$ cat src/logic/control_pkg.sv
`default_nettype none

package control_pkg;

    // ALU function select
    typedef enum logic [1:0] {
        ALU_ADD = 2'd0,
        ALU_SUB = 2'd1,
        ALU_AND = 2'd2,
        ALU_OR  = 2'd3
    } alu_op_t;

    // ============================================================
    // Microcode control word
    // ============================================================
    typedef struct packed {
        // Register loads from the internal bus
        logic    load_a;
        logic    load_b;
        logic    load_ir;
        logic    load_pc;
        logic    load_mar;
        logic    load_ram;
        logic    load_o;
        logic    load_flags;
        // Flags come from loaded data instead of the ALU
        logic    load_sets_zn;
        // Bus drivers, RAM has highest priority
        logic    oe_ram;
        logic    oe_a;
        logic    oe_alu;
        logic    oe_imm;
        // Sequencing
        logic    mar_src_operand;
        logic    pc_enable;
        logic    halt;
        logic    step_reset;
        alu_op_t alu_op;
    } control_word_t;

endpackage

`default_nettype wire

$ cat src/logic/arch_defs_pkg.sv
`default_nettype none

package arch_defs_pkg;

    // ============================================================
    // Datapath widths
    // ============================================================

    // Data word and instruction word share one width
    localparam int DATA_WIDTH = 8;
    // RAM address and program counter width
    localparam int ADDR_WIDTH = 4;
    // Instruction split into opcode nibble and operand nibble
    localparam int OPCODE_WIDTH = 4;
    localparam int OPERAND_WIDTH = 4;
    // Words in program RAM
    localparam int MEM_DEPTH = 1 << ADDR_WIDTH;

    // ============================================================
    // Status flags
    // ============================================================

    localparam int FLAG_COUNT = 3;
    // Bit positions inside the flag vector
    localparam int FLAG_Z = 0;
    localparam int FLAG_C = 1;
    localparam int FLAG_N = 2;

    // Instruction set, upper nibble of the instruction word
    typedef enum logic [OPCODE_WIDTH-1:0] {
        NOP  = 4'd0,
        LDA  = 4'd1,
        LDB  = 4'd2,
        LDI  = 4'd3,
        ADD  = 4'd4,
        SUB  = 4'd5,
        AND  = 4'd6,
        OR   = 4'd7,
        STA  = 4'd8,
        OUTA = 4'd9,
        OUTM = 4'd10,
        JMP  = 4'd11,
        JZ   = 4'd12,
        JC   = 4'd13,
        JN   = 4'd14,
        HLT  = 4'd15
    } opcode_t;

endpackage

`default_nettype wire
$ cat src/logic/cpu_system.sv
`timescale 1ns/1ps
`default_nettype none

module cpu_system #(
    parameter int DATA_WIDTH = arch_defs_pkg::DATA_WIDTH,
    parameter int ADDR_WIDTH = arch_defs_pkg::ADDR_WIDTH
) (
    input  logic                  clk,
    input  logic                  arst_n_i,
    input  logic                  run_i,
    // RAM load port, used while idle
    input  logic                  load_we_i,
    input  logic [ADDR_WIDTH-1:0] load_addr_i,
    input  logic [DATA_WIDTH-1:0] load_data_i,
    output logic                  out_valid_o,
    output logic [DATA_WIDTH-1:0] out_data_o,
    output logic                  halt_o,
    output logic                  flag_zero_o,
    output logic                  flag_carry_o,
    output logic                  flag_negative_o
);

    // CPU to RAM wires
    logic [ADDR_WIDTH-1:0] mem_addr;
    logic                  mem_read;
    logic                  mem_write;
    logic [DATA_WIDTH-1:0] mem_rdata;
    logic [DATA_WIDTH-1:0] mem_wdata;

    cpu #(
        .DATA_WIDTH (DATA_WIDTH),
        .ADDR_WIDTH (ADDR_WIDTH)
    ) u_cpu (
        .clk             (clk),
        .arst_n_i        (arst_n_i),
        .run_i           (run_i),
        .mem_addr_o      (mem_addr),
        .mem_read_o      (mem_read),
        .mem_write_o     (mem_write),
        .mem_rdata_i     (mem_rdata),
        .mem_wdata_o     (mem_wdata),
        .out_valid_o     (out_valid_o),
        .out_data_o      (out_data_o),
        .halt_o          (halt_o),
        .flag_zero_o     (flag_zero_o),
        .flag_carry_o    (flag_carry_o),
        .flag_negative_o (flag_negative_o)
    );

    program_ram #(.ADDR_WIDTH(ADDR_WIDTH)) u_program_ram (
        .clk         (clk),
        .mem_addr_i  (mem_addr),
        .mem_read_i  (mem_read),
        .mem_write_i (mem_write),
        .mem_wdata_i (mem_wdata),
        .mem_rdata_o (mem_rdata),
        .load_we_i   (load_we_i),
        .load_addr_i (load_addr_i),
        .load_data_i (load_data_i)
    );

endmodule

`default_nettype wire

$ cat src/logic/program_ram.sv
`timescale 1ns/1ps
`default_nettype none

module program_ram #(
    parameter int ADDR_WIDTH = arch_defs_pkg::ADDR_WIDTH
) (
    input  logic                                 clk,
    // CPU port
    input  logic [ADDR_WIDTH-1:0]                mem_addr_i,
    input  logic                                 mem_read_i,
    input  logic                                 mem_write_i,
    input  logic [arch_defs_pkg::DATA_WIDTH-1:0] mem_wdata_i,
    output logic [arch_defs_pkg::DATA_WIDTH-1:0] mem_rdata_o,
    // Testbench load port
    input  logic                                 load_we_i,
    input  logic [ADDR_WIDTH-1:0]                load_addr_i,
    input  logic [arch_defs_pkg::DATA_WIDTH-1:0] load_data_i
);

    import arch_defs_pkg::*;

    localparam int DEPTH = 2 ** ADDR_WIDTH;

    logic [DATA_WIDTH-1:0] mem [DEPTH];

    // Load port has priority over CPU writes
    always_ff @(posedge clk) begin
        if (load_we_i) begin
            mem[load_addr_i] <= load_data_i;
        end else if (mem_write_i) begin
            mem[mem_addr_i] <= mem_wdata_i;
        end
    end

    // Same-cycle read while strobed
    assign mem_rdata_o = mem_read_i ? mem[mem_addr_i] : '0;

endmodule

`default_nettype wire

$ cat src/logic/cpu.sv
`timescale 1ns/1ps
`default_nettype none

module cpu #(
    parameter int DATA_WIDTH = arch_defs_pkg::DATA_WIDTH,
    parameter int ADDR_WIDTH = arch_defs_pkg::ADDR_WIDTH
) (
    input  logic                  clk,
    input  logic                  arst_n_i,
    input  logic                  run_i,
    // Memory port, read data is combinational
    output logic [ADDR_WIDTH-1:0] mem_addr_o,
    output logic                  mem_read_o,
    output logic                  mem_write_o,
    input  logic [DATA_WIDTH-1:0] mem_rdata_i,
    output logic [DATA_WIDTH-1:0] mem_wdata_o,
    // Output register
    output logic                  out_valid_o,
    output logic [DATA_WIDTH-1:0] out_data_o,
    output logic                  halt_o,
    output logic                  flag_zero_o,
    output logic                  flag_carry_o,
    output logic                  flag_negative_o
);

    import arch_defs_pkg::*;
    import control_pkg::*;

    control_word_t            cw;
    logic [DATA_WIDTH-1:0]    internal_bus;
    logic [DATA_WIDTH-1:0]    a_q;
    logic [DATA_WIDTH-1:0]    b_q;
    logic [DATA_WIDTH-1:0]    ir_q;
    logic [DATA_WIDTH-1:0]    out_q;
    logic [DATA_WIDTH-1:0]    alu_result;
    logic [ADDR_WIDTH-1:0]    mar_q;
    logic [ADDR_WIDTH-1:0]    pc;
    logic                     out_valid_q;
    opcode_t                  opcode;
    logic [OPERAND_WIDTH-1:0] operand;
    logic [FLAG_COUNT-1:0]    flags;
    logic                     alu_zero;
    logic                     alu_carry;
    logic                     alu_negative;

    // Instruction fields
    assign opcode  = opcode_t'(ir_q[DATA_WIDTH-1 -: OPCODE_WIDTH]);
    assign operand = ir_q[OPERAND_WIDTH-1:0];

    // ============================================================
    // Internal bus
    // ============================================================

    // Priority order RAM, ALU, A, immediate
    always_comb begin
        if (cw.oe_ram) begin
            internal_bus = mem_rdata_i;
        end else if (cw.oe_alu) begin
            internal_bus = alu_result;
        end else if (cw.oe_a) begin
            internal_bus = a_q;
        end else if (cw.oe_imm) begin
            internal_bus = DATA_WIDTH'(operand);
        end else begin
            internal_bus = '0;
        end
    end

    // ============================================================
    // Datapath registers
    // ============================================================
    always_ff @(posedge clk or negedge arst_n_i) begin
        if (!arst_n_i) begin
            a_q   <= '0;
            b_q   <= '0;
            ir_q  <= '0;
            mar_q <= '0;
        end else if (run_i) begin
            if (cw.load_a) begin
                a_q <= internal_bus;
            end
            if (cw.load_b) begin
                b_q <= internal_bus;
            end
            if (cw.load_ir) begin
                ir_q <= internal_bus;
            end
            // Fetch address or data address
            if (cw.load_mar) begin
                mar_q <= cw.mar_src_operand ? ADDR_WIDTH'(operand) : pc;
            end
        end
    end

    // Valid pulse lines up with the new output data
    always_ff @(posedge clk or negedge arst_n_i) begin
        if (!arst_n_i) begin
            out_valid_q <= 1'b0;
        end else begin
            out_valid_q <= run_i & cw.load_o;
        end
    end

    always_ff @(posedge clk) begin
        if (run_i && cw.load_o) begin
            out_q <= internal_bus;
        end
    end

    // Strobes only while running
    assign mem_addr_o      = mar_q;
    assign mem_read_o      = run_i & cw.oe_ram;
    assign mem_write_o     = run_i & cw.load_ram;
    assign mem_wdata_o     = a_q;
    assign out_valid_o     = out_valid_q;
    assign out_data_o      = out_q;
    assign halt_o          = cw.halt;
    assign flag_zero_o     = flags[FLAG_Z];
    assign flag_carry_o    = flags[FLAG_C];
    assign flag_negative_o = flags[FLAG_N];

    // ============================================================
    // Submodules
    // ============================================================
    program_counter #(.ADDR_WIDTH(ADDR_WIDTH)) u_program_counter (
        .clk      (clk),
        .arst_n_i (arst_n_i),
        .run_i    (run_i),
        .inc_i    (cw.pc_enable),
        .load_i   (cw.load_pc),
        .addr_i   (ADDR_WIDTH'(operand)),
        .pc_o     (pc)
    );

    alu #(.DATA_WIDTH(DATA_WIDTH)) u_alu (
        .clk        (clk),
        .arst_n_i   (arst_n_i),
        .run_i      (run_i),
        .a_i        (a_q),
        .b_i        (b_q),
        .op_i       (cw.alu_op),
        .result_o   (alu_result),
        .zero_o     (alu_zero),
        .carry_o    (alu_carry),
        .negative_o (alu_negative)
    );

    flag_unit #(.DATA_WIDTH(DATA_WIDTH)) u_flag_unit (
        .clk            (clk),
        .arst_n_i       (arst_n_i),
        .run_i          (run_i),
        .load_flags_i   (cw.load_flags),
        .load_sets_zn_i (cw.load_sets_zn),
        .opcode_i       (opcode),
        .operand_i      (operand),
        .bus_i          (internal_bus),
        .alu_zero_i     (alu_zero),
        .alu_carry_i    (alu_carry),
        .alu_negative_i (alu_negative),
        .flags_o        (flags)
    );

    control_unit u_control_unit (
        .clk            (clk),
        .arst_n_i       (arst_n_i),
        .run_i          (run_i),
        .opcode_i       (opcode),
        .flags_i        (flags),
        .control_word_o (cw)
    );

endmodule

`default_nettype wire

$ cat src/logic/control_unit.sv
`timescale 1ns/1ps
`default_nettype none

module control_unit (
    input  logic                                 clk,
    input  logic                                 arst_n_i,
    input  logic                                 run_i,
    input  arch_defs_pkg::opcode_t               opcode_i,
    input  logic [arch_defs_pkg::FLAG_COUNT-1:0] flags_i,
    output control_pkg::control_word_t           control_word_o
);

    import arch_defs_pkg::*;
    import control_pkg::*;

    // Four microsteps T0..T3
    localparam int STEP_WIDTH = 2;

    logic [STEP_WIDTH-1:0] step_q;
    logic                  halted_q;
    logic                  jump_taken;
    control_word_t         rom_word;

    // ============================================================
    // Microcode ROM
    // ============================================================
    always_comb begin
        rom_word = '0;
        unique case (step_q)
            // Fetch address from PC
            2'd0: rom_word.load_mar = 1'b1;
            // Fetch instruction, advance PC
            2'd1: begin
                rom_word.oe_ram    = 1'b1;
                rom_word.load_ir   = 1'b1;
                rom_word.pc_enable = 1'b1;
            end
            2'd2: begin
                unique case (opcode_i)
                    NOP: rom_word.step_reset = 1'b1;
                    LDI: begin
                        rom_word.oe_imm       = 1'b1;
                        rom_word.load_a       = 1'b1;
                        rom_word.load_flags   = 1'b1;
                        rom_word.load_sets_zn = 1'b1;
                        rom_word.step_reset   = 1'b1;
                    end
                    OUTA: begin
                        rom_word.oe_a       = 1'b1;
                        rom_word.load_o     = 1'b1;
                        rom_word.step_reset = 1'b1;
                    end
                    // Jump target comes from the operand
                    JMP, JZ, JC, JN: begin
                        rom_word.load_pc    = 1'b1;
                        rom_word.step_reset = 1'b1;
                    end
                    HLT: begin
                        rom_word.halt       = 1'b1;
                        rom_word.step_reset = 1'b1;
                    end
                    // Memory access, point MAR at the operand
                    LDA, LDB, STA, OUTM: begin
                        rom_word.load_mar        = 1'b1;
                        rom_word.mar_src_operand = 1'b1;
                    end
                    // ALU latches its result this step
                    ADD: rom_word.alu_op = ALU_ADD;
                    SUB: rom_word.alu_op = ALU_SUB;
                    AND: rom_word.alu_op = ALU_AND;
                    OR:  rom_word.alu_op = ALU_OR;
                endcase
            end
            2'd3: begin
                rom_word.step_reset = 1'b1;
                unique case (opcode_i)
                    LDA, LDB: begin
                        rom_word.oe_ram       = 1'b1;
                        rom_word.load_a       = (opcode_i == LDA);
                        rom_word.load_b       = (opcode_i == LDB);
                        rom_word.load_flags   = 1'b1;
                        rom_word.load_sets_zn = 1'b1;
                    end
                    STA: begin
                        rom_word.oe_a     = 1'b1;
                        rom_word.load_ram = 1'b1;
                    end
                    OUTM: begin
                        rom_word.oe_ram = 1'b1;
                        rom_word.load_o = 1'b1;
                    end
                    // Latched ALU result into A with its flags
                    ADD, SUB, AND, OR: begin
                        rom_word.oe_alu     = 1'b1;
                        rom_word.load_a     = 1'b1;
                        rom_word.load_flags = 1'b1;
                    end
                    default: ;
                endcase
            end
        endcase
    end

    // Conditional jump decision
    always_comb begin
        unique case (opcode_i)
            JZ:      jump_taken = flags_i[FLAG_Z];
            JC:      jump_taken = flags_i[FLAG_C];
            JN:      jump_taken = flags_i[FLAG_N];
            default: jump_taken = 1'b1;
        endcase
    end

    // Once halted only the halt bit stays on
    always_comb begin
        control_word_o         = rom_word;
        control_word_o.load_pc = rom_word.load_pc & jump_taken;
        if (halted_q) begin
            control_word_o      = '0;
            control_word_o.halt = 1'b1;
        end
    end

    // ============================================================
    // Microstep counter and sticky halt
    // ============================================================
    always_ff @(posedge clk or negedge arst_n_i) begin
        if (!arst_n_i) begin
            step_q   <= '0;
            halted_q <= 1'b0;
        end else if (run_i && !halted_q) begin
            if (rom_word.halt) begin
                halted_q <= 1'b1;
            end
            if (rom_word.step_reset) begin
                step_q <= '0;
            end else begin
                step_q <= step_q + 1'b1;
            end
        end
    end

endmodule

`default_nettype wire

$ cat src/logic/flag_unit.sv
`timescale 1ns/1ps
`default_nettype none

module flag_unit #(
    parameter int DATA_WIDTH = arch_defs_pkg::DATA_WIDTH
) (
    input  logic                                    clk,
    input  logic                                    arst_n_i,
    input  logic                                    run_i,
    input  logic                                    load_flags_i,
    input  logic                                    load_sets_zn_i,
    input  arch_defs_pkg::opcode_t                  opcode_i,
    input  logic [arch_defs_pkg::OPERAND_WIDTH-1:0] operand_i,
    input  logic [DATA_WIDTH-1:0]                   bus_i,
    input  logic                                    alu_zero_i,
    input  logic                                    alu_carry_i,
    input  logic                                    alu_negative_i,
    output logic [arch_defs_pkg::FLAG_COUNT-1:0]    flags_o
);

    import arch_defs_pkg::*;

    logic [DATA_WIDTH-1:0] load_data;
    logic                  load_zero;
    logic                  load_negative;
    logic [FLAG_COUNT-1:0] flags_d;
    logic [FLAG_COUNT-1:0] flags_q;

    // ============================================================
    // Load data checker
    // ============================================================

    // LDI sees the zero-extended immediate, LDA and LDB the bus
    assign load_data     = (opcode_i == LDI) ? DATA_WIDTH'(operand_i) : bus_i;
    assign load_zero     = (load_data == '0);
    assign load_negative = load_data[DATA_WIDTH-1];

    // Select between load checker and ALU flags
    always_comb begin
        flags_d[FLAG_Z] = alu_zero_i;
        flags_d[FLAG_C] = alu_carry_i;
        flags_d[FLAG_N] = alu_negative_i;
        if (load_sets_zn_i) begin
            flags_d[FLAG_Z] = load_zero;
            // Loads always clear carry
            flags_d[FLAG_C] = 1'b0;
            flags_d[FLAG_N] = load_negative;
        end
    end

    // Flag register
    always_ff @(posedge clk or negedge arst_n_i) begin
        if (!arst_n_i) begin
            flags_q <= '0;
        end else if (run_i && load_flags_i) begin
            flags_q <= flags_d;
        end
    end

    assign flags_o = flags_q;

endmodule

`default_nettype wire

$ cat src/logic/alu.sv
`timescale 1ns/1ps
`default_nettype none

module alu #(
    parameter int DATA_WIDTH = arch_defs_pkg::DATA_WIDTH
) (
    input  logic                   clk,
    input  logic                   arst_n_i,
    input  logic                   run_i,
    input  logic [DATA_WIDTH-1:0]  a_i,
    input  logic [DATA_WIDTH-1:0]  b_i,
    input  control_pkg::alu_op_t   op_i,
    output logic [DATA_WIDTH-1:0]  result_o,
    output logic                   zero_o,
    output logic                   carry_o,
    output logic                   negative_o
);

    import control_pkg::*;

    // One extra bit holds carry out or borrow
    logic [DATA_WIDTH:0] wide_result;

    always_comb begin
        wide_result = '0;
        unique case (op_i)
            ALU_ADD: wide_result = {1'b0, a_i} + {1'b0, b_i};
            // Top bit set when b exceeds a
            ALU_SUB: wide_result = {1'b0, a_i} - {1'b0, b_i};
            // Logic operations never carry
            ALU_AND: wide_result = {1'b0, a_i & b_i};
            ALU_OR:  wide_result = {1'b0, a_i | b_i};
        endcase
    end

    // Result and flags latched together
    // Sampled by the datapath one step later
    always_ff @(posedge clk or negedge arst_n_i) begin
        if (!arst_n_i) begin
            result_o   <= '0;
            zero_o     <= 1'b0;
            carry_o    <= 1'b0;
            negative_o <= 1'b0;
        end else if (run_i) begin
            result_o   <= wide_result[DATA_WIDTH-1:0];
            zero_o     <= (wide_result[DATA_WIDTH-1:0] == '0);
            carry_o    <= wide_result[DATA_WIDTH];
            negative_o <= wide_result[DATA_WIDTH-1];
        end
    end

endmodule

`default_nettype wire

$ cat src/logic/program_counter.sv
`timescale 1ns/1ps
`default_nettype none

module program_counter #(
    parameter int ADDR_WIDTH = arch_defs_pkg::ADDR_WIDTH
) (
    input  logic                  clk,
    input  logic                  arst_n_i,
    input  logic                  run_i,
    input  logic                  inc_i,
    input  logic                  load_i,
    input  logic [ADDR_WIDTH-1:0] addr_i,
    output logic [ADDR_WIDTH-1:0] pc_o
);

    logic [ADDR_WIDTH-1:0] pc_q;

    // Jump load wins over increment
    // Counter wraps at the top of the address space
    always_ff @(posedge clk or negedge arst_n_i) begin
        if (!arst_n_i) begin
            pc_q <= '0;
        end else if (run_i) begin
            if (load_i) begin
                pc_q <= addr_i;
            end else if (inc_i) begin
                pc_q <= pc_q + 1'b1;
            end
        end
    end

    assign pc_o = pc_q;

endmodule

`default_nettype wire

$ cat config.mk
export PLATFORM = sky130hd
export DESIGN_NAME = cpu_system
export DESIGN_NICKNAME = d
export VERILOG_FILES = /design/src/logic/control_pkg.sv /design/src/logic/arch_defs_pkg.sv /design/src/logic/cpu_system.sv /design/src/logic/program_ram.sv /design/src/logic/cpu.sv /design/src/logic/control_unit.sv /design/src/logic/flag_unit.sv /design/src/logic/alu.sv /design/src/logic/program_counter.sv
export SDC_FILE = /design/constraint.sdc
export NUM_CORES = 1
export LEC_CHECK = 0
export BUFFER_PORTS_ARGS = -buffer_cell sky130_fd_sc_hd__buf_2
export CORE_MARGIN = 3
export CORE_UTILIZATION = 35
export CTS_BUF_LIST = sky130_fd_sc_hd__clkbuf_4 sky130_fd_sc_hd__clkbuf_8
export CTS_CLUSTER_SIZE = 25
export DETAILED_ROUTE_END_ITERATION = 7
export PLACE_DENSITY_LB_ADDON = 0.1
export SLEW_MARGIN = 20
export SYNTH_ARGS = -nofsm -noshare
export SYNTH_HDL_FRONTEND = slang
export SYNTH_SLANG_ARGS = --single-unit
export TNS_END_PERCENT = 5
$ cat constraint.sdc
create_clock -name clk -period 10.8 [get_ports clk]
set_input_delay 1.08 -clock clk [delete_from_list [all_inputs] [get_ports clk]]
set_output_delay 1.08 -clock clk [all_outputs]
set_load 0.02 [all_outputs]
# ---- Word level (Yosys, flattened, before mapping)
# Memories as Yosys holds them, arrays and structs flattened.
# Index checks and enable logic that the tools add are counted.
dict set report word_totals {
  memories 1
  mem_bits_rw 128
  regBits 58
  inputBits 16
  elab_cells 122
}
# name depth word_bits read_ports rd_clocked_by_memory_dff write_ports line_no
set memory_table {}
lappend memory_table {u_program_ram.mem 16 8 1 0 1 program_ram.sv:24} ;# logic [DATA_WIDTH-1:0] mem [DEPTH];
dict set report classes {
  n_bitwise 6
  add_sub_neg 4
  muxes 52
  eq_ne 21
  n_reduce_logical 24
}
# cell count
set ops {}
lappend ops {{$mux W8} 6}
lappend ops {{$pmux W9 S4} 1}
lappend ops {{$eq A4 B4 Y1 const B} 8}
lappend ops {{$mux W1} 25}
lappend ops {{$mux W4} 5}
lappend ops {{$mux W19} 1}
lappend ops {{$eq A4 B3 Y1 const B} 4}
lappend ops {{$logic_not A8 Y1} 2}
lappend ops {{$reduce_or A8 Y1} 2}
lappend ops {{$pmux W1 S2} 6}
lappend ops {{$reduce_and A2 Y1} 6}
lappend ops {{$reduce_or A4 Y1} 3}
lappend ops {{$add A8 B8 Y9} 1}
lappend ops {{$sub A8 B8 Y9} 1}
lappend ops {{$and A8 B8 Y8} 1}
lappend ops {{$eq A2 B2 Y1 const B} 4}
lappend ops {{$eq A4 B2 Y1 const B} 2}
lappend ops {{$mux W2} 4}
lappend ops {{$or A8 B8 Y8} 1}
lappend ops {{$pmux W2 S3} 1}
lappend ops {{$pmux W3 S2} 1}
lappend ops {{$reduce_or A6 Y1} 1}
lappend ops {{$add A4 B1 Y4 const B} 1}
lappend ops {{$and A1 B1 Y1} 4}
lappend ops {{other kinds (12)} 16}

# ---- Longest topological paths before layout
# Gate-level depths: netlist (run 1).
dict set report logic_depth {
  ltp_word 13
  mapped_depth 15
  ltp_nobuf 15
}

# ---- Cells and area by module
# A second synthesis (run 1) with hierarchy kept.
dict set report unflattened {
  cells_unflattened 678
  hier_area_um2 9135.0
}
# mod cells_per_inst n_inst area_per_inst_um2 seq_area_each_um2
set by_module_without_submodules {}
lappend by_module_without_submodules {program_ram 280 1 5287.6 3843.7}
lappend by_module_without_submodules {cpu 138 1 1757.9 965.9}
lappend by_module_without_submodules {alu 137 1 1109.8 250.2}
lappend by_module_without_submodules {control_unit 74 1 540.5 75.1}
lappend by_module_without_submodules {program_counter 28 1 255.2 100.1}
lappend by_module_without_submodules {flag_unit 21 1 183.9 75.1}

# ---- Worst setup path after synthesis (run 1)
# OpenSTA, ideal clock, no wires.
dict set report synth_timing {
  kind {reg2reg}
  start {reg u_cpu.u_control_unit.step_q[0]}
  end {reg u_cpu.u_alu.zero_o}
  synth_period_minus_slack_ns 3.393
  setup_time_ns 0.140
  stages_incl_launch_ff 16
  setup_slack_ns 7.407
  arrival_time_ns 3.253
  path_cell_list {dfrtp_1 inv_1 ha_1 nor2b_1 nand3_1 nor2_1 mux2_2 inv_1 ha_1 nor2b_1 o21ai_0 a21boi_1 o2111a_1 o21a_1 o31ai_1 o32ai_1}
}
dict set report synth_between {
  elab_chain_cells 6
  elab_cells_between_ends 9
  classes_between {eq/ne (4); mux (3); reduce/logical (2)}
}
# element line_no
set synth_lines {}
lappend synth_lines {{start, declared} control_unit.sv:19} ;# logic [STEP_WIDTH-1:0] step_q;
lappend synth_lines {{start signal, assigned} control_unit.sv:138} ;# step_q <= step_q + 1'b1;
lappend synth_lines {{$eq A2 B2 Y1 *} control_unit.sv:29} ;# unique case (step_q)
lappend synth_lines {{$mux W2 *} control_unit.sv:29}
lappend synth_lines {{$mux W19 *} control_unit.sv:118} ;# if (halted_q) begin
lappend synth_lines {{$eq A2 B2 Y1 (tied with other cells)} alu.sv:26} ;# unique case (op_i)
lappend synth_lines {{$pmux W9 S4 *} alu.sv:26}
lappend synth_lines {{$logic_not A8 Y1 *} alu.sv:46} ;# zero_o <= (wide_result[DATA_WIDTH-1:0] == '0);
lappend synth_lines {{end signal, assigned} alu.sv:46}
lappend synth_lines {{end, declared} alu.sv:14} ;# output logic zero_o,
# Every way passes the cells marked *; elsewhere a longest branch is shown, timed or not.
# A chain may end at the register's enable or synchronous reset.

# ---- Worst setup path in the final report (run 1)
dict set report layout_timing {
  start {reg u_cpu.u_control_unit.step_q[0]}
  end {reg u_cpu.u_alu.negative_o}
}
dict set report layout_between {
  elab_chain_cells 5
  elab_cells_between_ends 8
  classes_between {eq/ne (4); mux (3); reduce/logical (1)}
}
# element line_no
set layout_lines {}
lappend layout_lines {{$eq A2 B2 Y1 *} control_unit.sv:29}
lappend layout_lines {{$mux W2 *} control_unit.sv:29}
lappend layout_lines {{$mux W19 *} control_unit.sv:118}
lappend layout_lines {{$eq A2 B2 Y1 (tied with other cells)} alu.sv:26}
lappend layout_lines {{$pmux W9 S4 *} alu.sv:26}
lappend layout_lines {{end signal, assigned} alu.sv:48} ;# negative_o <= wide_result[DATA_WIDTH-1];
lappend layout_lines {{end, declared} alu.sv:16} ;# output logic negative_o
# Marked as above.

==> results of run 1 <==
## synthesized netlist by cell type, types with 3 or more instances
cell type,number
and2_1,3
nand3b_1,3
a31oi_1,8
mux2i_1,23
o22a_1,3
o31ai_1,5
xnor2_1,6
nand3_1,6
nand4_1,6
o21ai_1,19
nor2_1,52
o21a_1,8
inv_1,24
mux2_2,9
inv_2,3
o2111a_1,3
nor3b_1,3
nor3_1,15
buf_2,12
clkbuf_1,11
edfxtp_1,136
dfrtp_1,49
nor2b_1,13
and3_1,4
a32o_1,3
maj3_1,6
a21oi_1,32
o211ai_1,3
a222oi_1,4
nand2_1,51
o21ai_0,23
o22ai_1,3
ha_1,16
mux4_2,32
or3_1,5
buf_6,4
## worst max-delay path, cell delays in order, from the launching register on
cell and delay [ns]:
dfrtp_1 0.43, inv_1 0.10, ha_1 0.25, nor2b_1 0.43, nand3_1 0.20, nor2_1 0.47, mux2_2 0.41, inv_1 0.06
ha_1 0.21, nor2b_1 0.13, o21ai_0 0.23, a21boi_1 0.15, o2111a_1 0.29, o21a_1 0.17, o31ai_1 0.27, mux2_2 0.22
## metrics by stage
| step | power, mW | std cells |
|---|---|---|
| 2_1_floorplan | 0.814 | 643 |
| 3_3_place_gp | 0.837 | 973 |
| 3_5_place_dp | 0.838 | 973 |
| 4_1_cts | 1.30 | 1005 |
| 5_1_grt | 1.34 | 1005 |
| 6_report | 1.29 | 1005 |
## layout make-up
cell class / instances / area (um^2) / share of cell area
clock buffer: 17 / 234 / 0.0245
clock inverter: 15 / 171 / 0.0180
inverter: 27 / 101 / 0.0106
multi-input combinational: 402 / 3120 / 0.327
sequential: 185 / 5310 / 0.557
tap: 324 / 405 / 0.0425
timing repair buffer: 35 / 193 / 0.0202
## per-layer routing
metal / wire (um) / track usage / up-vias / share of wire
met4: 302 / 0.0465 / 0 / 0.013
li1: - / - / 2503 / -
met1: 10900 / 0.260 / 2755 / 0.48
met3: 941 / 0.0304 / 16 / 0.041
met2: 10700 / 0.279 / 129 / 0.47
met5: 0 / 0 / - / 0
## worst max path at each step
stage,startpoint,endpoint,slack [ns],cells after the start
after global routing,u_cpu.u_control_unit.step_q[0],u_cpu.u_alu.zero_o,6.28,14
after detailed placement,run_i,u_program_ram.mem[2][4],6.30,7
after floorplan,u_cpu.u_control_unit.step_q[0],u_cpu.u_alu.zero_o,7.41,15
after global placement,run_i,u_program_ram.mem[2][4],6.46,7
after CTS,u_cpu.u_control_unit.step_q[0],u_cpu.u_alu.negative_o,6.68,15
final,u_cpu.u_control_unit.step_q[0],u_cpu.u_alu.negative_o,6.72,15
## flip-flops by register name (all words and copies together), names as in the netlist
name and cells:
u_program_ram.mem 128, u_cpu.b_q 8, u_cpu.ir_q 8, u_cpu.mem_wdata_o 8
u_cpu.out_data_o 8, u_cpu.u_alu.result_o 7, u_cpu.mem_addr_o 4, u_cpu.u_program_counter.pc_o 4
u_cpu.u_flag_unit.flags_o 3, u_cpu.u_control_unit.step_q 2, u_cpu.out_valid_o 1, u_cpu.u_alu.carry_o 1
u_cpu.u_alu.negative_o 1, u_cpu.u_alu.zero_o 1, u_cpu.u_control_unit.halted_q 1
## layout by cell type (no fill, tap or decap), types with 7 or more instances in the layout
master and n:
a21oi_1 32, a31oi_1 8, buf_2 28, buf_4 7
clkbuf_8 17, dfrtp_1 48, edfxtp_1 136, ha_1 16
inv_1 24, mux2_2 9, mux2i_1 23, mux4_2 32
nand2_1 51, nor2_1 52, nor2b_1 13, nor3_1 15
o21a_1 8, o21ai_0 23, o21ai_1 19
## power by group through the flow
stage	combinational, mW	sequential [mW]	clock, mW
global placement	0.0413	0.795	0
CTS	0.0426	0.780	0.479
floorplan	0.0199	0.794	0
global route	0.0461	0.781	0.511
finish	0.0413	0.780	0.468
detailed placement	0.0424	0.795	0
## logic make-up (layout without fill, tap and decap cells)
| group | Yosys count | after routing |
|---|---|---|
| fa+ha+maj | 23 | 23 |
| simple gates | 176 | 176 |
| mux | 65 | 65 |
| flops | 185 | 185 |
| compound gates | 131 | 131 |
| buf+inv | 56 | 94 |
| xor+xnor | 7 | 7 |
==> out/metrics.yaml, run 1 <==
logic_synthesis:
  synth.largest_area_cell: "edfxtp_1"
  synth.distinct_cells: 65
  synth_ff_type: "edfxtp_1"
  ys_ff_latch: 185
  ys_warn_count: 0
  synthAdderAreaFrac: 0.0323
  synth-edff-count: 136
  synth_mux_area_frac: 0.123
  avgSynthCellArea_um2: 13.5
  synthTopCellsByArea: "edfxtp_1 (47%), dfrtp_1 (14%), mux4_2 (8.3%)"
  synth_compound_area_frac: 0.0989
  synth_top_family_by_area: "multiplexers"
  synthSimpleGateAreaFrac: 0.0985
  synth_xor_area_frac: 0.00706
  synth_area_um2: 8690
  synth_top_area_frac: 0.470
  synth.net_count: 676
  synthCells: 643
  ys_seq_area_frac: 0.611
  synth-async-reset-ratio: 0.265
cts:
  numCtsBuffers: 17
  clk_latency_ns: 0.47
  path_clk_slew_ns: 0.10
  hold_buffers: 0
  clkSinkCount: 185
  clockBufferDepth: 2
  cts_setup_buffers: 0
  clockRootBuffer: "clkbuf_8"
  cts_tree: "built"
  cts_resized: 0
  cts-htree-levels: 4
detailed_routing:
  wl_per_cell_um: 22.7
  postRouteWirelength_mm: 22.8
  drc_errors: 0
  drtPass1Iterations: 5
  viasPerCell: 5.38
  vias: 5403
  drt_iter0_markers: 445
  drtAntennaViolNets: 0
worst_setup_path:
  critical_path_required_ns: 11.21
  arrival_ns: 4.48
  critical_path_class: "reg2reg"
  rr_endpoint: "u_cpu.u_alu.negative_o"
  reg2reg_from: "u_cpu.u_control_unit.step_q[0]"
  critical_path_peak_fanout: 8
  reg2reg_depth: 15
  endpoint_kind: "flip-flop"
  startpoint_type: "flip-flop"
  r2r_slack_ns: 6.72
die:
  start_util: 0.356
  dieWidth_um: 164
  io_pins: 29
  rows: 57
  coreArea_um2: 24400
  die_area_um2: 26800
  die_height_um: 164
sta:
  clock_skew_ns: 0.0157
  timing.hold.ws_ns: 0.528
  relSlewSlack: 0.364
  final-hold-violation-count: 0
  worstMarginPinSlew_ns: 0.930
  post-route-min-period_ns: 4.08
  rsz0062_at_grt: "false"
  setup_viol: 0
  setup_slack_ns: 6.72
  final-max-slew-violation-count: 0
  fmaxAchievable_ghz: 0.245
  finalSetupTns_ns: 0
  finalCritPeriodShare: 0.377
final_layout:
  stdcell_area_um2: 9540
  drive_gt1_frac: 0.179
  syn_to_final_growth_pct: 9.79
  fin_nets: 701
  antennaDiodeCount: 0
  fin_util: 0.391
  fillCellCount: 2319
min_path:
  hold_path_startpoint: "u_cpu.u_alu.result_o[1]"
  min_to: "u_cpu.u_alu.result_o[1]"
  hold_depth: 2
  hp-class: "reg2reg"
global_routing:
  grt-ovfl-total: 0
  grt_max_degree: 50
  grt_pass1_wl_mm: 35.2
  antenna_found_initial: 1
  grt_pass1_vias: 5503
  grtUsageTotal: 0.179
power_and_ir_drop:
  powerDensity_nw_per_um2: 135
  seqPwrFrac: 0.605
  pwr-share-comb: 0.032
  ir_drop_uv: 80.5
  power_leakage_nw: 3.42
  clockPowerShare: 0.363
  p_int_mw: 0.964
  switching_share: 0.252
  switchingPower_mw: 0.325
place:
  placed_area_um2: 9140
  dp_slack_ns: 6.30
  hpwlAfterDp_mm: 16.2
  io_buffers: 28
  place.gp.congestion: 0.819
flow_run:
  drv_cap: 0
run_status:
  status: "finished, final reports clean"
(Power assumes the default switching activity.)
==> run 2: changes to the inputs <==
--- a/config.mk
+++ b/config.mk
@@ -5,6 +5,7 @@
 export SDC_FILE = /design/constraint.sdc
 export NUM_CORES = 1
 export LEC_CHECK = 0
+export ABC_AREA = 1
 export BUFFER_PORTS_ARGS = -buffer_cell sky130_fd_sc_hd__buf_2
 export CORE_MARGIN = 3
 export CORE_UTILIZATION = 35
==> constraint.sdc (replaced) <==
create_clock -name clk -period 4.2 [get_ports clk]
set_input_delay 0.42 -clock clk [delete_from_list [all_inputs] [get_ports clk]]
set_output_delay 0.42 -clock clk [all_outputs]
set_load 0.02 [all_outputs]
==> run 2 against run 1 <==
Hold slack worse by 0.47 ns. Non-clock buffer count increased by 18. Critical path depth increased by 6. Critical path type unchanged. Flip-flop and latch count is the same. Setup slack lost 6.3 ns. Synthesized cell count up 44%.
==> out/metrics.yaml, run 2 <==
die:
  coreArea_um2: 24500  # +0.58%
  die_area_um2: 27200  # +1.6%
  dieWidth_um: 165  # +0.79%
  start_util: 0.360  # +0.00379
  rows: 57  # unchanged
  io_pins: 29  # unchanged
  die_height_um: 165  # +0.79%
worst_setup_path:
  critPathLaunch: "u_cpu.u_control_unit.step_q[0]"
  critical_path_required_ns: 4.59  # -6.62 ns
  arrival_ns: 4.18  # -0.30 ns
  reg2reg_depth: 21  # +6
  critical_path_peak_fanout: 7  # -1
  slowest_stage: "dfrtp_1"
  startpoint_type: "flip-flop"
  reg2reg_from: "u_cpu.u_control_unit.step_q[0]"
  critical_path_class: "reg2reg"
  endpoint_kind: "flip-flop"
  crit_chain: "inv_1 -> ha_1 -> nand2_1 -> inv_2 -> nand3_2 -> nor2_1 -> inv_1 -> o21ai_0 -> inv_1 -> fa_1 -> nand3b_1 -> nand2_1 -> nand2_1 -> nand2_1 -> a21oi_1 -> or2_2 -> nand3_1 -> o21ai_0 -> inv_1 -> nand3_1 -> o21ai_1"
  cp_top_family: "simple AND/OR/NAND/NOR gates"
  critPathBufInv: 5  # +3
  r2r_slack_ns: 0.41  # -6.31 ns
  slowest_delay_ns: 0.42  # -0.05 ns
  rr_endpoint: "u_cpu.u_alu.zero_o"
  cp.depth: 21  # +6
detailed_routing:
  viasPerCell: 5.08  # -5.6%
  wl_per_cell_um: 18.6  # -18%
  postRouteWirelength_mm: 24.2  # +5.8%
  vias: 6605  # +22%
  drt_iter0_markers: 515  # +16%
  drtPass1Iterations: 5  # unchanged
  drtAntennaViolNets: 0  # unchanged
  drc_errors: 0  # unchanged
global_routing:
  antenna_found_initial: 0  # -1
  grtUsageTotal: 0.185  # +0.00616
  grt-ovfl-total: 0  # unchanged
  grt_max_degree: 65  # +30%
  grt_pass1_wl_mm: 37.3  # +6.2%
  grt_pass1_vias: 6328  # +15%
logic_synthesis:
  synthAdderAreaFrac: 0.0249  # -0.00732
  synth-async-reset-ratio: 0.265  # unchanged
  netlist_top_cells_count: "nand2_1 (282), nand3_1 (142), edfxtp_1 (136)"
  avgSynthCellArea_um2: 9.54  # -29%
  synth_ff_type: "edfxtp_1"
  synth_compound_area_frac: 0.0710  # -0.0280
  synthCells: 926  # +44%
  synth.largest_area_cell: "edfxtp_1"
  ys_warn_count: 0  # unchanged
  synth_area_um2: 8830  # +1.7%
  synthTopCellsByArea: "edfxtp_1 (46%), dfrtp_1 (14%), nand2_1 (12%)"
  synth_top_family_by_area: "simple AND/OR/NAND/NOR gates"
  synth.distinct_cells: 46  # -29%
  synth_top_area_frac: 0.462  # -0.00766
  yosys.cell_count.top_type: "nand2_1"
  synth_mux_area_frac: 0.00255  # -0.120
  ys_seq_area_frac: 0.601  # -0.00995
  synth.net_count: 959  # +42%
  synth_xor_area_frac: 0.00892  # +0.00187
  ys_ff_latch: 185  # unchanged
  synth-edff-count: 136  # unchanged
  synthSimpleGateAreaFrac: 0.245  # +0.147
sta:
  finalSetupTns_ns: 0  # unchanged
  post-route-min-period_ns: 3.79  # -0.291 ns
  rsz0062_at_grt: "false"
  fmaxAchievable_ghz: 0.264  # +7.7%
  final-max-slew-violation-count: 0  # unchanged
  finalCritPeriodShare: 0.901  # +0.524
  relSlewSlack: 0.294  # -0.0697
  worstMarginPinSlew_ns: 1.06  # +0.129 ns
  clock_skew_ns: 0.0151  # -0.000591 ns
  timing.hold.ws_ns: 0.0617  # -0.466 ns
  final-hold-violation-count: 0  # unchanged
  setup_viol: 0  # unchanged
cts:
  clockRootBuffer: "clkbuf_8"
  cts-htree-levels: 4  # unchanged
  numCtsBuffers: 17  # unchanged
  cts_tree: "built"
  clockBufferDepth: 2  # unchanged
  hold_buffers: 0  # unchanged
  cts_resized: 0  # unchanged
  cts_setup_buffers: 0  # unchanged
  path_clk_slew_ns: 0.10  # about the same
  clk_latency_ns: 0.47  # about the same
  clkSinkCount: 185  # unchanged
run_status:
  status: "finished, final reports clean"
final_layout:
  mostFrequentLayoutCells: "nand2_1 (282), nand3_1 (142), edfxtp_1 (136), inv_1 (62), o21ai_0 (59)"
  fin_nets: 997  # +42%
  largest_register: "u_program_ram.mem"
  fin_util: 0.401  # +0.00971
  syn_to_final_growth_pct: 11.3
  drive_gt1_frac: 0.117  # -0.0623
  final_common_cell: "nand2_1"
  largest_reg_flops: 128  # unchanged
  fillCellCount: 2452  # +5.7%
power_and_ir_drop:
  ir_drop_uv: 165  # +100%
  seqPwrFrac: 0.584  # -0.021
  clockPowerShare: 0.354  # -0.009
  switching_share: 0.259  # +0.00685
  pwr-share-comb: 0.063  # +0.031
  p_total_mw: 3.45  # +170%
  powerDensity_nw_per_um2: 351  # +160%
  switchingPower_mw: 0.894  # +170%
  power_leakage_nw: 3.97  # +16%
  p_int_mw: 2.55  # +160%
place:
  hpwlAfterDp_mm: 16.3  # +0.97%
  io_buffers: 28  # unchanged
  place.gp.congestion: 0.855  # +4.3%
flow_run:
  drv_cap: 0  # unchanged
min_path:
  hp-class: "in2async"
==> run 2: cell types whose count changed in the layout (fill, tap and decap cells not counted), sizes merged, moves of 14 or more <==
cell	before	now
nand2	52	287
inv	35	74
nand3	6	144
buf	35	53
nor3	15	1
o21ai	42	72
mux2i	23	0
mux4	32	0
==> run 2: logic make-up (layout without fill, tap and decap cells) <==
logic type                 count (synthesis)  count (layout)
AOI/OAI and AO/OA                        111             111
xor gates and xnor gates                   9               9
adders and majority gates                 17              17
buffers and inverters                    104             154
DFF                                      185             185
muxes                                      2               2
other                                      0               1
and+or+nand+nor                          498             498
==> run 2: worst max path at each step <==
| stage | endpoint | slack, ns |
|---|---|---|
| 3_3_place_gp | u_cpu.u_alu.zero_o | 0.62 |
| 5_1_grt | u_cpu.u_alu.zero_o | 0.08 |
| 3_5_place_dp | u_cpu.u_alu.zero_o | 0.49 |
| 4_1_cts | u_cpu.u_alu.zero_o | 0.45 |
| 2_1_floorplan | u_cpu.u_alu.zero_o | 1.04 |
| 6_report | u_cpu.u_alu.zero_o | 0.41 |
==> run 2: worst reg2reg max path, stage by stage (launching register included) <==
cell and delay, ns:
dfrtp_1 0.42, inv_1 0.12, ha_1 0.30, nand2_1 0.16, inv_2 0.14, nand3_2 0.16, nor2_1 0.33, inv_1 0.15
o21ai_0 0.25, inv_1 0.09, fa_1 0.39, nand3b_1 0.21, nand2_1 0.09, nand2_1 0.06, nand2_1 0.06, a21oi_1 0.06
or2_2 0.29, nand3_1 0.07, o21ai_0 0.08, inv_1 0.08, nand3_1 0.07, o21ai_1 0.14
==> run 2: per-layer routing <==
metal  track usage  vias up  share of wire
met5             0        -              0
met4        0.0377        0         0.0086
met3        0.0359       12          0.045
met2         0.286      137           0.45
met1         0.272     3227           0.49
li1              -     3229              -
==> run 2: through the flow <==
stage	worst slack [ns]	cells	instance area, um^2
6_report	0.415	1301	9830
5_1_grt	0.0802	1300	9830
3_5_place_dp	0.491	1269	9440
2_1_floorplan	1.04	926	8830
3_3_place_gp	0.619	1269	9440
4_1_cts	0.454	1300	9830
==> run 2: power groups by stage <==
stage               logic (mW)  registers (mW)  clock network [mW]
global placement         0.219            2.05                   0
detailed placement       0.219            2.05                   0
finish                   0.215            2.01                1.22
floorplan                0.127            2.05                   0
CTS                      0.220            2.01                1.25
global route             0.242            2.02                1.32
==> run 2: final cells by class <==
type                            count  area, um^2  area share
Clock inverter                     14         163      0.0165
Multi-Input combinational cell    637        3120       0.317
Tap cell                          324         405      0.0412
Timing Repair Buffer               53         340      0.0346
Clock buffer                       17         234      0.0238
Inverter                           70         263      0.0267
Sequential cell                   185        5310       0.540
Antenna cell                        1        2.50    0.000254
==> run 3: changes to the inputs <==
--- a/config.mk
+++ b/config.mk
@@ -7,6 +7,7 @@
 export LEC_CHECK = 0
 export ABC_AREA = 1
 export BUFFER_PORTS_ARGS = -buffer_cell sky130_fd_sc_hd__buf_2
+export CORE_ASPECT_RATIO = 0.7
 export CORE_MARGIN = 3
 export CORE_UTILIZATION = 35
 export CTS_BUF_LIST = sky130_fd_sc_hd__clkbuf_4 sky130_fd_sc_hd__clkbuf_8
@@ -17,4 +18,3 @@
 export SYNTH_ARGS = -nofsm -noshare
 export SYNTH_HDL_FRONTEND = slang
 export SYNTH_SLANG_ARGS = --single-unit
-export TNS_END_PERCENT = 5
==> run 3 against run 2 <==
Non-clock buffer count rose by 6. Highest routed layer unchanged. Register-to-register slack improved by 0.08 ns. Routed wire length rose by 2.8%.
==> out/metrics.yaml, run 3 (same netlist as run 2, synthesis figures left out) <==
sta:
  relSlewSlack: 0.461  # +0.167
  finalCritPeriodShare: 0.882  # -0.0194
  clock_skew_ns: 0.0164  # +0.00131 ns
  finalSetupTns_ns: 0  # unchanged
  fmaxAchievable_ghz: 0.270  # +2.2%
  final-hold-violation-count: 0  # unchanged
  final-max-slew-violation-count: 0  # unchanged
  worstMarginPinSlew_ns: 0.808  # -0.251 ns
  rsz0062_at_grt: "false"
  post-route-min-period_ns: 3.70  # -0.0813 ns
  setup_viol: 0  # unchanged
global_routing:
  grt-ovfl-total: 0  # unchanged
  grt_pass1_wl_mm: 38.2  # +2.2%
  grtUsageTotal: 0.185  # +0.000297
  antenna_found_initial: 1  # +1
  grt_pass1_vias: 6291  # -0.58%
  grt_max_degree: 50  # -23%
detailed_routing:
  wl_per_cell_um: 19.1  # +2.9%
  drt_iter0_markers: 492  # -4.5%
  wl_met1_mm: 13.4  # +12%
  wl_met2_mm: 9.87  # -9.9%
  viasPerCell: 5.09  # +0.17%
  drtAntennaViolNets: 0  # unchanged
  vias: 6611  # +0.091%
  routed-wl-met3_mm: 1.41  # +29%
  routed.top_layer: "met4"
  postRouteWirelength_mm: 24.8  # +2.8%
  drc_errors: 0  # unchanged
  drtPass1Iterations: 5  # unchanged
die:
  rows: 47  # -18%
  die_height_um: 139  # -16%
  dieWidth_um: 196  # +19%
  coreArea_um2: 24200  # -1.2%
  start_util: 0.365  # +0.00454
  die_area_um2: 27200  # +0.11%
  io_pins: 29  # unchanged
cts:
  clockBufferDepth: 2  # unchanged
  clockRootBuffer: "clkbuf_8"
  clkSinkCount: 185  # unchanged
  numCtsBuffers: 17  # unchanged
  cts_tree: "built"
  path_clk_slew_ns: 0.10  # about the same
  hold_buffers: 0  # unchanged
  cts_setup_buffers: 0  # unchanged
  cts-htree-levels: 4  # unchanged
  clk_latency_ns: 0.48  # about the same
final_layout:
  syn_to_final_growth_pct: 12.5
  largest_reg_flops: 128  # unchanged
  antennaDiodeCount: 0  # -1
  register_area_um2: 5310  # unchanged
  mostFrequentLayoutCells: "nand2_1 (282), nand3_1 (142), edfxtp_1 (136), inv_1 (62), o21ai_0 (59)"
  fin_cells: 1300  # -0.077%
  fillCellCount: 2439  # -0.53%
  largest_register: "u_program_ram.mem"
  fin_nets: 1003  # +0.60%
  final_common_cell: "nand2_1"
  drive_gt1_frac: 0.125  # +0.00845
  multi_input_area_um2: 3130  # +0.32%
worst_setup_path:
  critical_path_class: "reg2reg"
  arrival_ns: 4.13  # -0.05 ns
  critical_path_peak_fanout: 12  # +5
  startpoint_type: "flip-flop"
  reg2reg_depth: 20  # -4.8%
  critical_path_required_ns: 4.62  # +0.03 ns
  endpoint_kind: "flip-flop"
place:
  hpwlAfterDp_mm: 17.1  # +4.5%
  io_buffers: 28  # unchanged
  place.gp.congestion: 0.900  # +5.3%
  place_inst: 1269  # unchanged
power_and_ir_drop:
  power_leakage_nw: 4.01  # +1.2%
  ir_drop_uv: 206  # +25%
  powerDensity_nw_per_um2: 365  # +4.1%
run_status:
  status: "finished, final reports clean"
flow_run:
  drv_cap: 0  # unchanged
min_path:
  hp-class: "in2async"
[run 3: cell count changes in the layout (fill, tap and decap cells not counted), moves of 2 or more]
cell	delta
clkinv_8	-2
clkinv_4	-2
buf_4	+6
clkbuf_4	+3
clkinvlp_4	+3
inv_8	-4
bufinv_16	+4
[run 3: area by class of cell]
type,count,area share
timing repair buffer,59,0.0388
clock buffer,20,0.0258
multi-input combinational,637,0.315
clock inverter,11,0.0198
tap,318,0.0400
sequential,185,0.535
inverter,70,0.0264
[run 3: worst paths after layout]
| path | startpoint | to | slack (ns) |
|---|---|---|---|
| worst max-delay path | u_cpu.u_control_unit.halted_q | u_cpu.u_alu.zero_o | 0.50 |
| worst min-delay path | arst_n_i | u_cpu.u_flag_unit.flags_o[2] | 0.05 |
| worst max register to register | u_cpu.u_control_unit.halted_q | u_cpu.u_alu.zero_o | 0.50 |
| worst min register to register | u_cpu.u_alu.result_o[0] | u_cpu.u_alu.result_o[0] | 0.52 |
| max in group asynchronous | arst_n_i | u_cpu.mem_addr_o[0] | 3.64 |
| min in group clk | run_i | u_cpu.u_alu.negative_o | 0.27 |
[run 3: worst max-delay path, cell delays in order (launching register included)]
cell and delay (ns):
dfrtp_1 0.48, inv_1 0.34, nand2_1 0.20, inv_2 0.16, nand3_2 0.09, nor2_2 0.28
inv_1 0.15, o21ai_0 0.23, inv_1 0.09, fa_1 0.40, nand3b_1 0.20, nand2_1 0.08
nand2_1 0.07, nand2_1 0.06, a21oi_1 0.07, or2_2 0.29, nand3_1 0.07, o21ai_0 0.08
inv_1 0.08, nand3_1 0.08, o21ai_1 0.12
[run 3: where the power goes]
group / internal (mW) / total (mW) / switching [mW] / leakage, nW
Clock: 0.726 / 1.40 / 0.671 / 0.212
Sequential: 2.00 / 2.02 / 0.0192 / 1.77
Combinational: 0.0621 / 0.214 / 0.152 / 2.03
Total: 2.78 / 3.63 / 0.842 / 4.01
[run 3: repair_timing]
| action | CTS | global route |
|---|---|---|
| gates resized for setup | 0 | 1 |
| hold endpoints to repair | 0 | 0 |
| setup endpoints to repair | 0 | 1 |
[run 3: layer usage]
metal / global-route usage / vias to the layer above
met1: 0.300 / 3200
met2: 0.246 / 163
met4: 0.0431 / 0
met5: 0 / -
met3: 0.0437 / 13
li1: - / 3235
[run 3: metrics by stage]
stage | total power, mW | util | hold WS (ns) | instance area [um^2] | setup WS [ns]
global route | 3.77 | 0.410 | 0.0851 | 9940 | 0.120
floorplan | 2.18 | - | 0.124 | 8830 | 1.04
finish | 3.63 | 0.410 | 0.0524 | 9940 | 0.496
global placement | 2.27 | 0.391 | 0.474 | 9480 | 0.560
CTS | 3.66 | 0.410 | 0.0606 | 9930 | 0.419
detailed placement | 2.27 | 0.391 | 0.485 | 9480 | 0.462
